<file path="src/glbIfPkg.sv">
`default_nettype none

// ==================================================
// On-chip global buffer definitions
// ==================================================
package glbIfPkg;

    // GLB word and address widths
    localparam int SRAM_WIDTH = 128;
    localparam int ADDR_WIDTH = 16;

    // Port map
    // Write ports come first, read ports follow
    localparam int NUM_WRPORT     = 3;
    localparam int NUM_RDPORT     = 2;
    localparam int NUM_PORT       = NUM_WRPORT + NUM_RDPORT;
    localparam int PORT_IDX_WIDTH = $clog2(NUM_PORT);

    // One GLB word
    typedef struct packed {
        logic [SRAM_WIDTH-1:0] data;
        logic                  last;
    } glbWord_t;

    // Transfer states
    typedef enum logic [2:0] {
        IDLE,
        CMD,
        IN,
        OUT,
        FNH
    } itfState_e;

endpackage

`default_nettype wire

</file>
<file path="src/padIfPkg.sv">
`default_nettype none

// ==================================================
// Off-chip pad bus definitions
// ==================================================
package padIfPkg;

    // Width of one pad beat
    localparam int PAD_WIDTH = 64;

    // Command field widths
    localparam int CMD_FIELD_WIDTH = 16;
    localparam int CMD_ZERO_WIDTH  = PAD_WIDTH - 2 * CMD_FIELD_WIDTH - 1;

    // One pad transfer unit
    typedef struct packed {
        logic [PAD_WIDTH-1:0] data;
        logic                 last;
    } padBeat_t;

    // Command beat, exactly one pad beat wide
    // MSB side is zero fill, LSB is the direction flag
    typedef struct packed {
        logic [CMD_ZERO_WIDTH-1:0]  zero;
        logic [CMD_FIELD_WIDTH-1:0] reqNum;
        logic [CMD_FIELD_WIDTH-1:0] addr;
        logic                       rdGlb;   // 1 = GLB read, data goes off-chip
    } padCmd_t;

endpackage

`default_nettype wire

</file>
<file path="src/offChipItf.sv">
`timescale 1ns/1ps
`default_nettype none

module offChipItf
    import padIfPkg::*, glbIfPkg::*;
(
    input  wire logic                                 clk,
    input  wire logic                                 rst_n,
    // Pad out, command then read data
    output padBeat_t                                  padOut,
    output logic                                      padOutVld,
    input  wire logic                                 padOutRdy,
    // Pad in, write data
    input  wire padBeat_t                             padIn,
    input  wire logic                                 padInVld,
    output logic                                      padInRdy,
    // Per-port side inputs
    input  wire logic [NUM_PORT-1:0]                  glbUrgent,
    input  wire logic [NUM_PORT-1:0][ADDR_WIDTH-1:0]  glbReqNum,
    input  wire logic [NUM_PORT-1:0][ADDR_WIDTH-1:0]  glbAddr,
    input  wire logic [NUM_PORT-1:0][ADDR_WIDTH-1:0]  baseAddr,
    // GLB write ports
    output glbWord_t                                  glbWrWord,
    output logic [NUM_WRPORT-1:0]                     glbWrVld,
    input  wire logic [NUM_WRPORT-1:0]                glbWrRdy,
    // GLB read ports
    input  wire glbWord_t [NUM_RDPORT-1:0]            glbRdWord,
    input  wire logic [NUM_RDPORT-1:0]                glbRdVld,
    output logic [NUM_RDPORT-1:0]                     glbRdRdy
);

    itfState_e                 state;
    itfState_e                 nextState;
    logic [PORT_IDX_WIDTH-1:0] selPort;
    logic [PORT_IDX_WIDTH-1:0] arbPort;
    logic                      reqAny;
    logic                      rdGlb;
    logic                      rdTaken;   // last read word already pulled
    padCmd_t                   cmd;
    // Packer links
    logic                      packInVld;
    logic                      packInRdy;
    glbWord_t                  packWord;
    logic                      packVld;
    logic                      packRdy;
    logic                      wrRdySel;
    // Splitter links
    glbWord_t                  rdWordSel;
    logic                      rdVldSel;
    logic                      splitInVld;
    logic                      splitInRdy;
    padBeat_t                  splitBeat;
    logic                      splitVld;
    logic                      splitRdy;

    // ==================================================
    // Transfer FSM
    // ==================================================
    always_comb begin
        nextState = state;
        case (state)
            IDLE: if (reqAny) nextState = CMD;
            CMD:  if (padOutRdy) nextState = rdGlb ? OUT : IN;
            // Last packed word taken by the write port
            IN:   if (packVld && packRdy && packWord.last) nextState = FNH;
            // Last pad beat taken by the far side
            OUT:  if (splitVld && splitRdy && splitBeat.last) nextState = FNH;
            FNH:  nextState = IDLE;
            default: nextState = IDLE;
        endcase
    end

    always_ff @(posedge clk or negedge rst_n) begin
        if (!rst_n) begin
            state   <= IDLE;
            selPort <= '0;
            rdTaken <= 1'b0;
        end else begin
            state <= nextState;
            // Port is latched once per transfer
            if (state == IDLE && reqAny) begin
                selPort <= arbPort;
            end
            if (state == CMD) begin
                rdTaken <= 1'b0;
            end else if (splitInVld && splitInRdy && rdWordSel.last) begin
                rdTaken <= 1'b1;
            end
        end
    end

    portArbiter portArbiter_inst (
        .urgent (glbUrgent),
        .reqNum (glbReqNum),
        .reqAny (reqAny),
        .port   (arbPort)
    );

    // ==================================================
    // Command beat
    // ==================================================
    assign rdGlb      = (selPort >= PORT_IDX_WIDTH'(NUM_WRPORT));
    assign cmd.zero   = '0;
    assign cmd.reqNum = glbReqNum[selPort];
    assign cmd.addr   = baseAddr[selPort] + glbAddr[selPort];   // wraps at 2^16
    assign cmd.rdGlb  = rdGlb;

    // Pad out mux
    always_comb begin
        if (state == CMD) begin
            padOut.data = cmd;
            padOut.last = 1'b1;
            padOutVld   = 1'b1;
        end else begin
            padOut    = splitBeat;
            padOutVld = splitVld & (state == OUT);
        end
    end

    // ==================================================
    // Write path, pad to GLB
    // ==================================================
    assign padInRdy  = packInRdy & (state == IN);
    assign packInVld = padInVld & (state == IN);

    // Ready from the selected write port
    always_comb begin
        wrRdySel = 1'b0;
        for (int i = 0; i < NUM_WRPORT; i++) begin
            if (selPort == PORT_IDX_WIDTH'(i)) wrRdySel = glbWrRdy[i];
        end
    end

    assign packRdy   = wrRdySel & (state == IN);
    assign glbWrWord = packWord;

    // Valid only towards the selected write port
    always_comb begin
        for (int i = 0; i < NUM_WRPORT; i++) begin
            glbWrVld[i] = packVld & (state == IN) & (selPort == PORT_IDX_WIDTH'(i));
        end
    end

    sipoPacker sipoPacker_inst (
        .clk    (clk),
        .rst_n  (rst_n),
        .inBeat (padIn),
        .inVld  (packInVld),
        .inRdy  (packInRdy),
        .outWord(packWord),
        .outVld (packVld),
        .outRdy (packRdy)
    );

    // ==================================================
    // Read path, GLB to pad
    // ==================================================
    always_comb begin
        rdWordSel = glbRdWord[0];
        rdVldSel  = 1'b0;
        for (int i = 0; i < NUM_RDPORT; i++) begin
            if (selPort == PORT_IDX_WIDTH'(NUM_WRPORT + i)) begin
                rdWordSel = glbRdWord[i];
                rdVldSel  = glbRdVld[i];
            end
        end
    end

    // No more words once the last one is in
    assign splitInVld = rdVldSel & (state == OUT) & ~rdTaken;
    assign splitRdy   = padOutRdy & (state == OUT);

    // Ready only towards the selected read port
    always_comb begin
        for (int i = 0; i < NUM_RDPORT; i++) begin
            glbRdRdy[i] = splitInRdy & (state == OUT) & ~rdTaken
                        & (selPort == PORT_IDX_WIDTH'(NUM_WRPORT + i));
        end
    end

    pisoSplitter pisoSplitter_inst (
        .clk    (clk),
        .rst_n  (rst_n),
        .inWord (rdWordSel),
        .inVld  (splitInVld),
        .inRdy  (splitInRdy),
        .outBeat(splitBeat),
        .outVld (splitVld),
        .outRdy (splitRdy)
    );

endmodule

`default_nettype wire

</file>
<file path="src/pisoSplitter.sv">
`timescale 1ns/1ps
`default_nettype none

module pisoSplitter
    import padIfPkg::*, glbIfPkg::*;
(
    input  wire logic     clk,
    input  wire logic     rst_n,
    // GLB side
    input  wire glbWord_t inWord,
    input  wire logic     inVld,
    output logic          inRdy,
    // Pad side
    output padBeat_t      outBeat,
    output logic          outVld,
    input  wire logic     outRdy
);

    logic                  full;
    logic                  hi;        // 1 = high half is current
    logic [SRAM_WIDTH-1:0] wordData;
    logic                  wordLast;
    logic                  inFire;
    logic                  outFire;

    assign outFire = outVld & outRdy;
    // Empty, or the high half leaves on this edge
    assign inRdy   = ~full | (hi & outRdy);
    assign inFire  = inVld & inRdy;

    // Control
    always_ff @(posedge clk or negedge rst_n) begin
        if (!rst_n) begin
            full <= 1'b0;
            hi   <= 1'b0;
        end else begin
            if (outFire) begin
                hi <= ~hi;
                if (hi) begin
                    full <= 1'b0;
                end
            end
            // New word overrides the drain above
            if (inFire) begin
                full <= 1'b1;
                hi   <= 1'b0;
            end
        end
    end

    // Payload
    always_ff @(posedge clk) begin
        if (inFire) begin
            wordData <= inWord.data;
            wordLast <= inWord.last;
        end
    end

    // Low half first, last flag only on the high half
    assign outBeat.data = hi ? wordData[SRAM_WIDTH-1:PAD_WIDTH] : wordData[PAD_WIDTH-1:0];
    assign outBeat.last = hi & wordLast;
    assign outVld       = full;

endmodule

`default_nettype wire

</file>
<file path="src/portArbiter.sv">
`timescale 1ns/1ps
`default_nettype none

module portArbiter
    import glbIfPkg::*;
(
    input  wire logic [NUM_PORT-1:0]                 urgent,
    input  wire logic [NUM_PORT-1:0][ADDR_WIDTH-1:0] reqNum,
    output logic                                     reqAny,
    output logic [PORT_IDX_WIDTH-1:0]                port
);

    logic                      urgAny;
    logic [PORT_IDX_WIDTH-1:0] urgIdx;
    logic [PORT_IDX_WIDTH-1:0] maxIdx;
    logic [ADDR_WIDTH-1:0]     maxNum;

    // ==================================================
    // Urgent flags
    // ==================================================
    // Scan high to low so the lowest index is written last
    always_comb begin
        urgAny = 1'b0;
        urgIdx = '0;
        for (int i = NUM_PORT - 1; i >= 0; i--) begin
            if (urgent[i]) begin
                urgAny = 1'b1;
                urgIdx = PORT_IDX_WIDTH'(i);
            end
        end
    end

    // ==================================================
    // Largest pending count
    // ==================================================
    // Strict compare keeps the lowest index on ties
    always_comb begin
        maxNum = reqNum[0];
        maxIdx = '0;
        for (int i = 1; i < NUM_PORT; i++) begin
            if (reqNum[i] > maxNum) begin
                maxNum = reqNum[i];
                maxIdx = PORT_IDX_WIDTH'(i);
            end
        end
    end

    // Urgent wins over count
    assign port   = urgAny ? urgIdx : maxIdx;
    // Any flag or any non-zero count is work to do
    assign reqAny = urgAny | (maxNum != '0);

endmodule

`default_nettype wire

</file>
<file path="src/sipoPacker.sv">
`timescale 1ns/1ps
`default_nettype none

module sipoPacker
    import padIfPkg::*, glbIfPkg::*;
(
    input  wire logic     clk,
    input  wire logic     rst_n,
    // Pad side
    input  wire padBeat_t inBeat,
    input  wire logic     inVld,
    output logic          inRdy,
    // GLB side
    output glbWord_t      outWord,
    output logic          outVld,
    input  wire logic     outRdy
);

    logic                  half;      // 0 = next beat is low half
    logic                  full;
    logic [SRAM_WIDTH-1:0] wordData;
    logic                  wordLast;
    logic                  inFire;
    logic                  outFire;

    // Stall input while a finished word waits
    assign inRdy   = ~full;
    assign inFire  = inVld & inRdy;
    assign outFire = outVld & outRdy;

    // Control
    always_ff @(posedge clk or negedge rst_n) begin
        if (!rst_n) begin
            half <= 1'b0;
            full <= 1'b0;
        end else begin
            if (inFire) begin
                half <= ~half;
            end
            // Second beat completes the word
            if (inFire && half) begin
                full <= 1'b1;
            end else if (outFire) begin
                full <= 1'b0;
            end
        end
    end

    // Payload
    always_ff @(posedge clk) begin
        if (inFire && !half) begin
            wordData[PAD_WIDTH-1:0] <= inBeat.data;
        end
        if (inFire && half) begin
            wordData[SRAM_WIDTH-1:PAD_WIDTH] <= inBeat.data;
            wordLast <= inBeat.last;   // last of the second beat only
        end
    end

    assign outWord.data = wordData;
    assign outWord.last = wordLast;
    assign outVld       = full;

endmodule

`default_nettype wire

</file>
<file path="config.mk">
export PLATFORM = sky130hd
export DESIGN_NAME = offChipItf
export DESIGN_NICKNAME = d
export VERILOG_FILES = /design/src/glbIfPkg.sv /design/src/padIfPkg.sv /design/src/offChipItf.sv /design/src/pisoSplitter.sv /design/src/portArbiter.sv /design/src/sipoPacker.sv
export SDC_FILE = /design/constraint.sdc
export NUM_CORES = 1
export LEC_CHECK = 0
export ABC_AREA = 1
export BUFFER_PORTS_ARGS = -buffer_cell sky130_fd_sc_hd__buf_2
export CAP_MARGIN = 15
export CORE_AREA = 10 10 291 293
export CTS_BUF_LIST = sky130_fd_sc_hd__clkbuf_2
export DETAILED_ROUTE_END_ITERATION = 7
export DIE_AREA = 0 0 301 303
export MAX_ROUTING_LAYER = met4
export PLACE_DENSITY = 0.47
export SYNTH_ARGS = -nofsm -noshare
export SYNTH_HDL_FRONTEND = slang
export SYNTH_HIERARCHICAL = 1
export SYNTH_SLANG_ARGS = --single-unit
</file>
<file path="constraint.sdc">
create_clock -name clk -period 4.9 [get_ports clk]
set_clock_uncertainty 0.2 [all_clocks]
set_input_delay 1.47 -clock clk [delete_from_list [all_inputs] [get_ports clk]]
set_output_delay 1.47 -clock clk [all_outputs]
set_load 0.005 [all_outputs]
</file>
# Word-level counts from Yosys, hierarchy flattened
# Cells that the tools add are included.
# totals
regBits	269
inputBits	577
output_inout_bits	201
# op_classes
magnitude_cmp	6
muxes	49
n_addsub	1
bitwise_logic	28
eq_ne	11
reduce_logical	19
# ops
op	count
16-bit binary-select mux with 3-bit select	3
129-bit two-way mux	1
16-bit two-way mux	7
65-bit two-way mux	1
16-bit > comparator	4
64-bit two-way mux	1
3-bit two-way mux	11
1-bit two-way mux	22
1-bit AND	21
16-bit adder	1
16-bit nonzero test	1
3-bit by 2-bit == test with 1-bit output, second input constant	4
3-bit one-hot mux with 4 select lines	1
1-bit logical AND	9
2-bit != test, second input constant	4
2-bit nonzero test	4
3-bit by 1-bit == test with 1-bit output, second input constant	2
3-bit zero test	2
1-bit NOT	5
3-bit by 4-bit < comparator with 1-bit output, second input constant	1
2-bit two-way mux	2
4-bit AND reduction	1
3-bit == test, second input constant	1
3-bit by 2-bit greater-or-equal comparator with 1-bit output, second input constant	1
3 further kinds	4

# Depth between registers and ports, before layout
# depth
depth_word	12
ltp_mapped	65

# Hierarchy
# The synthesis kept the hierarchy.
# by_module_without_submodules
module	area_each_um2	instances	cells_per_inst
offChipItf	5185.0	1	1147
pisoSplitter	4803.4	1	349
sipoPacker	3978.8	1	144
portArbiter	2346.0	1	396

# Worst setup path after synthesis
# OpenSTA, ideal clock, no wires.
# synth_path
path_type	input -> register
start	input port glbReqNum[11] (netlist bit)
end	register state[0]
path_slack_ps	-2716
arrival_ps	7350
cell_stages	49
path_buffers	4
path_cell_list	inv_1 ha_1 a21oi_1 nand2_1 a21oi_1 nand2_2 nand2_2 buf_2 clkbuf_1 nand2_1 o21ai_0 ha_1 a21oi_1 nor2_1 a211oi_1 o221a_2 nand2_2 nand2_2 [13 not listed] nor2_1 a211oi_1 o221ai_1 nand2_1 o2111ai_1 nand2_1 nand2_1 inv_1 nand2_1 nand2_1 nand2_1 nor2_1 nand2_1 o22ai_1 inv_1 nand3_1 nand2_1 nand2_1
# synth_via
elab_chain_len	12
# synth_lines
item	line	text
start, declared	offChipItf.sv:19	input wire logic [NUM_PORT-1:0][ADDR_WIDTH-1:0] glbReqNum,
16-bit > comparator	portArbiter.sv:41	if (reqNum[i] > maxNum) begin
16-bit two-way mux *	portArbiter.sv:41	
16-bit > comparator	portArbiter.sv:41	
16-bit two-way mux *	portArbiter.sv:41	
16-bit > comparator	portArbiter.sv:41	
16-bit two-way mux *	portArbiter.sv:41	
16-bit > comparator	portArbiter.sv:41	
16-bit two-way mux *	portArbiter.sv:41	
16-bit nonzero test *	portArbiter.sv:51	assign reqAny = urgAny | (maxNum != '0);
1-bit OR *	portArbiter.sv:51	
named net reqAny	offChipItf.sv:36	logic reqAny;
2-bit != test (no line) *	--	
4-bit AND reduction (no line) *	--	
end signal, assigned	offChipItf.sv:79	state <= nextState;
end, declared	offChipItf.sv:32	itfState_e state;
# Mark *: on every way through the listed nets, which the timed path passes. The rest lies on a longest branch.
# A chain may end at the register's enable or synchronous reset.

# Final worst setup path
# layout_path
start	input port glbReqNum[11] (netlist bit)
end	register selPort[0]
# layout_via
elab_cells_between_ends	16
# layout_rtl
item	line	text
16-bit > comparator	portArbiter.sv:41	
16-bit two-way mux	portArbiter.sv:41	
16-bit > comparator	portArbiter.sv:41	
16-bit two-way mux	portArbiter.sv:41	
16-bit > comparator	portArbiter.sv:41	
16-bit two-way mux	portArbiter.sv:41	
16-bit > comparator	portArbiter.sv:41	
3-bit two-way mux *	portArbiter.sv:41	
3-bit two-way mux *	portArbiter.sv:49	assign port = urgAny ? urgIdx : maxIdx;
named net arbPort[0]	offChipItf.sv:35	logic [PORT_IDX_WIDTH-1:0] arbPort;
end signal, assigned	offChipItf.sv:82	selPort <= arbPort;
end, declared	offChipItf.sv:34	logic [PORT_IDX_WIDTH-1:0] selPort;
# Marked as above.

==> summary.txt <==
Status
  • Status: finished with violations
  • Violated checks: setup timing

Logic synthesis
  • Synthesis-stage register bit count: 269
  • Synth warnings: 6
  • Post-synthesis cell area: 16,300 sq um
  • Cell taking the most area after synthesis: edfxtp_1
  • Simple-Gate Fraction of Synth Area: 32.2%
  • Sequential area share after synthesis: 49.2%
  • Ranking of synthesized cells by area: edfxtp_1 47%, nand2_1 24%, ha_1 5.9%
  • Top post-synthesis cells by count: 1,053 x nand2_1, 258 x edfxtp_1, 114 x inv_1, 96 x nor2_1, 77 x ha_1
  • Synth Area per Inst: 8.01 sq um
  • Main flop type after synthesis: edfxtp_1
  • Cell variety after synth: 48
  • Synth Area in Adders: 6.03%
  • EDFF count, synth: 258
  • Fraction of registers with async set/reset: 4.09%
  • Compound-Gate Fraction of Synth Area: 6.05%
  • Post-synthesis mux area share: 0%
  • Gate count after technology mapping: 2,036
  • Post-Syn Nets: 2,691
  • Post-Synth XOR/XNOR Area: 0.268%
  • Largest family of logic cells by synthesized area: simple AND/OR/NAND/NOR gates
  • Top-count cell post-synth: nand2_1
  • Top-area cell type share of the netlist area: 47.5%

GRT
  • Initial antenna violation count: 31
  • First-pass GRT wire length: 123 mm
  • Vias in the first global route: 18,372
  • Pin count of the biggest net entering global routing: 72
  • GRT Overall Usage: 18.8%
  • Remaining global-route overflow: 0

Worst setup path
  • R2R depth: 7
  • Slowest stage cell, crit path: nor3_4
  • Cell mode on critical path: nand2_2
  • Crit path launch type: primary input
  • Crit path from: glbReqNum[11]
  • CP Max Fanout: 8
  • WS Path Type: primary input to register
  • Worst r2r src: selPort[2]$_DFFE_PN0P_
  • Worst EP arrival: 7430 ps
  • Largest stage delay, worst path: 310 ps
  • Nature of the critical path endpoint: register
  • Req. time, crit path: 5630 ps

Power and ir drop
  • Net switching power: 6.08 mW
  • Clock power share: 12.7%
  • Pwr dens: 508 nW/um^2
  • Switching part of the total power: 45.9%
  • Logic pwr share: 65.1%
  • Sequential power share: 22.2%
  • Leak: 12.7 nW
  • Overall power: 13.3 mW
  • VDD IR max: 0.298 mV
  • P_int: 7.17 mW

Timing
  • Final setup vio count: 21
  • Final setup margin: -1800 ps
  • Final Max Tran Viols: 0
  • Slew HR: 46.6%
  • Minimum clock period: 6700 ps
  • Final hold violations: 0
  • Worst-margin pin slew: 801 ps
  • Unrepaired setup endpoints after global routing: true
  • Max Fclk: 0.149 GHz
  • Final Cycle Share: 137%

Clock network
  • Root Driver: clkbuf_2
  • Max clock buf depth: 3
  • CTS tree: done
  • CTS buffer count: 76
  • H-Tree Depth: 3
  • Worst-path clk slew: 80 ps
  • TritonCTS Sinks: 269
  • Clock Latency Late Sink: 1010 ps

Floorplanning
  • Die extent in y: 303 um
  • Core area: 78,600 sq um
  • Starting Density: 20.8%
  • Top Ports: 778
  • Die Footprint: 91,200 sq um
  • Rows: 103
  • Die X-Extent: 301 um

Final layout
  • Layout area overhead: 60.0%
  • # nets final: 3,747
  • Fraction of layout cells with a size suffix above 1: 46.6%
  • Fill cell count: 8,472
  • Core Util, Final: 33.2%

Drt
  • 1st-pass router iterations: 5
  • Via count: 18,075
  • WL per Instance: 21.0 um
  • Remaining DRCs: 0
  • Final ANT Viol Nets: 0
  • DR iter-0 viols: 962
  • Vias per cell: 4.29
  • Drt total wl: 88.5 mm

Place
  • Final GP Congestion: 0.928
  • PortBufs: 777
  • DP Wirelength: 70.0 mm

Run
  • Max-cap viol count: 0

Hold path
  • Hold Crit Class: register to register
  • Worst Hold Launch: sipoPacker_inst/half$_DFFE_PN0N_
  • Worst Hold Depth: 2
cell type report:
cell class                      instances  area [sq um]  share of cell area (%)
Antenna cell                           14          35.0                   0.134
Clock inverter                         35           194                   0.743
Clock buffer                           99           495                    1.90
Timing Repair inverter                  2          23.8                  0.0911
Multi-Input combinational cell       1549          8790                    33.7
Tap cell                             1050          1310                    5.03
Sequential cell                       269          8030                    30.8
Timing Repair Buffer                 1066          6670                    25.6
Inverter                              128           552                    2.11
repair_timing:
| action | in CTS | in global routing |
|---|---|---|
| hold endpoints to repair | 7 | 0 |
| setup endpoints to repair | 38 | 26 |
| buffers inserted | 47 | 23 |
| gates cloned | 10 | 5 |
| pin swaps | 97 | 108 |
| resized for setup | 274 | 143 |
| hold buffers | 1 | 0 |
logic make-up after synthesis:
kind of cell	Yosys count
AOI/OAI and AO/OA	159
xor gates and xnor gates	5
adders and majority gates	78
buffers and inverters	221
and+or+nand+nor	1304
DFF	269
routing by layer:
metal	global-route usage, %	part of all wire [%]	vias up
met1	20.7	39	8297
met5	-	0	-
met2	32.4	50	749
met4	5.18	2.4	0
met3	5.96	8.4	130
li1	-	-	8899
power groups by stage:
stage | Combinational, mW | Clock (mW) | Sequential [mW]
floorplan | 3.61 | 0 | 2.97
global placement | 6.72 | 0 | 2.99
detailed placement | 6.69 | 0 | 2.99
CTS | 7.98 | 1.79 | 2.94
global route | 9.42 | 1.90 | 2.96
finish | 8.64 | 1.68 | 2.94
worst paths after layout:
path                                                       endpoint  slack [ps]
max                                          selPort[0]$_DFFE_PN0P_       -1800
max reg2reg                pisoSplitter_inst/wordData[56]$_DFFE_PP_        1550
max in group asynchronous          pisoSplitter_inst/hi$_DFFE_PN0P_        3370
min reg2reg                        sipoPacker_inst/half$_DFFE_PN0N_         320
min in group asynchronous                      state[0]$_DFFE_PN0P_         760
min                                sipoPacker_inst/half$_DFFE_PN0N_         320
critical path, delay by kind of cell:
kind | cells | cell delay, ps
and+or+nand+nor | 23 | 2870
buffers and inverters | 10 | 1200
adders and majority gates | 4 | 1050
AOI/OAI and AO/OA | 6 | 830
registers in the layout, summed over array words and instances, names as in the netlist, 3 cells and up:
name                        cells
pisoSplitter_inst/wordData    128
state                           3
selPort                         3
sipoPacker_inst/wordData      128
placed cells by master (no fill, tap or decap), types with 6 or more instances in the layout:
cell type and count:
nand2_4 26, ha_4 39, buf_4 230, nand3_2 18, clkinvlp_4 6, a31oi_1 17
edfxtp_1 258, inv_2 27, clkinv_2 10, a21oi_1 24, clkinv_1 19, clkbuf_2 99
nand2_1 981, o21ai_4 7, o21ai_2 18, nand2_2 55, dfrtp_1 7, buf_6 46
buf_12 15, buf_8 6, nor2_2 8, inv_1 89, nand3_1 29, a21oi_2 16
nand4_1 56, ha_1 36, buf_2 760, o21ai_1 20, a22o_1 23, nand3b_1 11
nor2_1 86, diode_2 14
stage by stage:
| stage | cell area [sq um] | setup TNS [ps] | worst slack [ps] | hold WS (ps) | cells |
|---|---|---|---|---|---|
| 3_3_place_gp | 22800 | -22850 | -3050 | 288 | 3984 |
| 5_1_grt | 26100 | -22940 | -2010 | 288 | 4210 |
| 3_5_place_dp | 22800 | -23980 | -3230 | 299 | 3984 |
| 2_1_floorplan | 16400 | -13700 | -2310 | 262 | 2036 |
| 4_1_cts | 25200 | -19220 | -1450 | 254 | 4175 |
| 6_report | 26100 | -17150 | -1800 | 317 | 4212 |
Power figures use the tool's default switching activity.
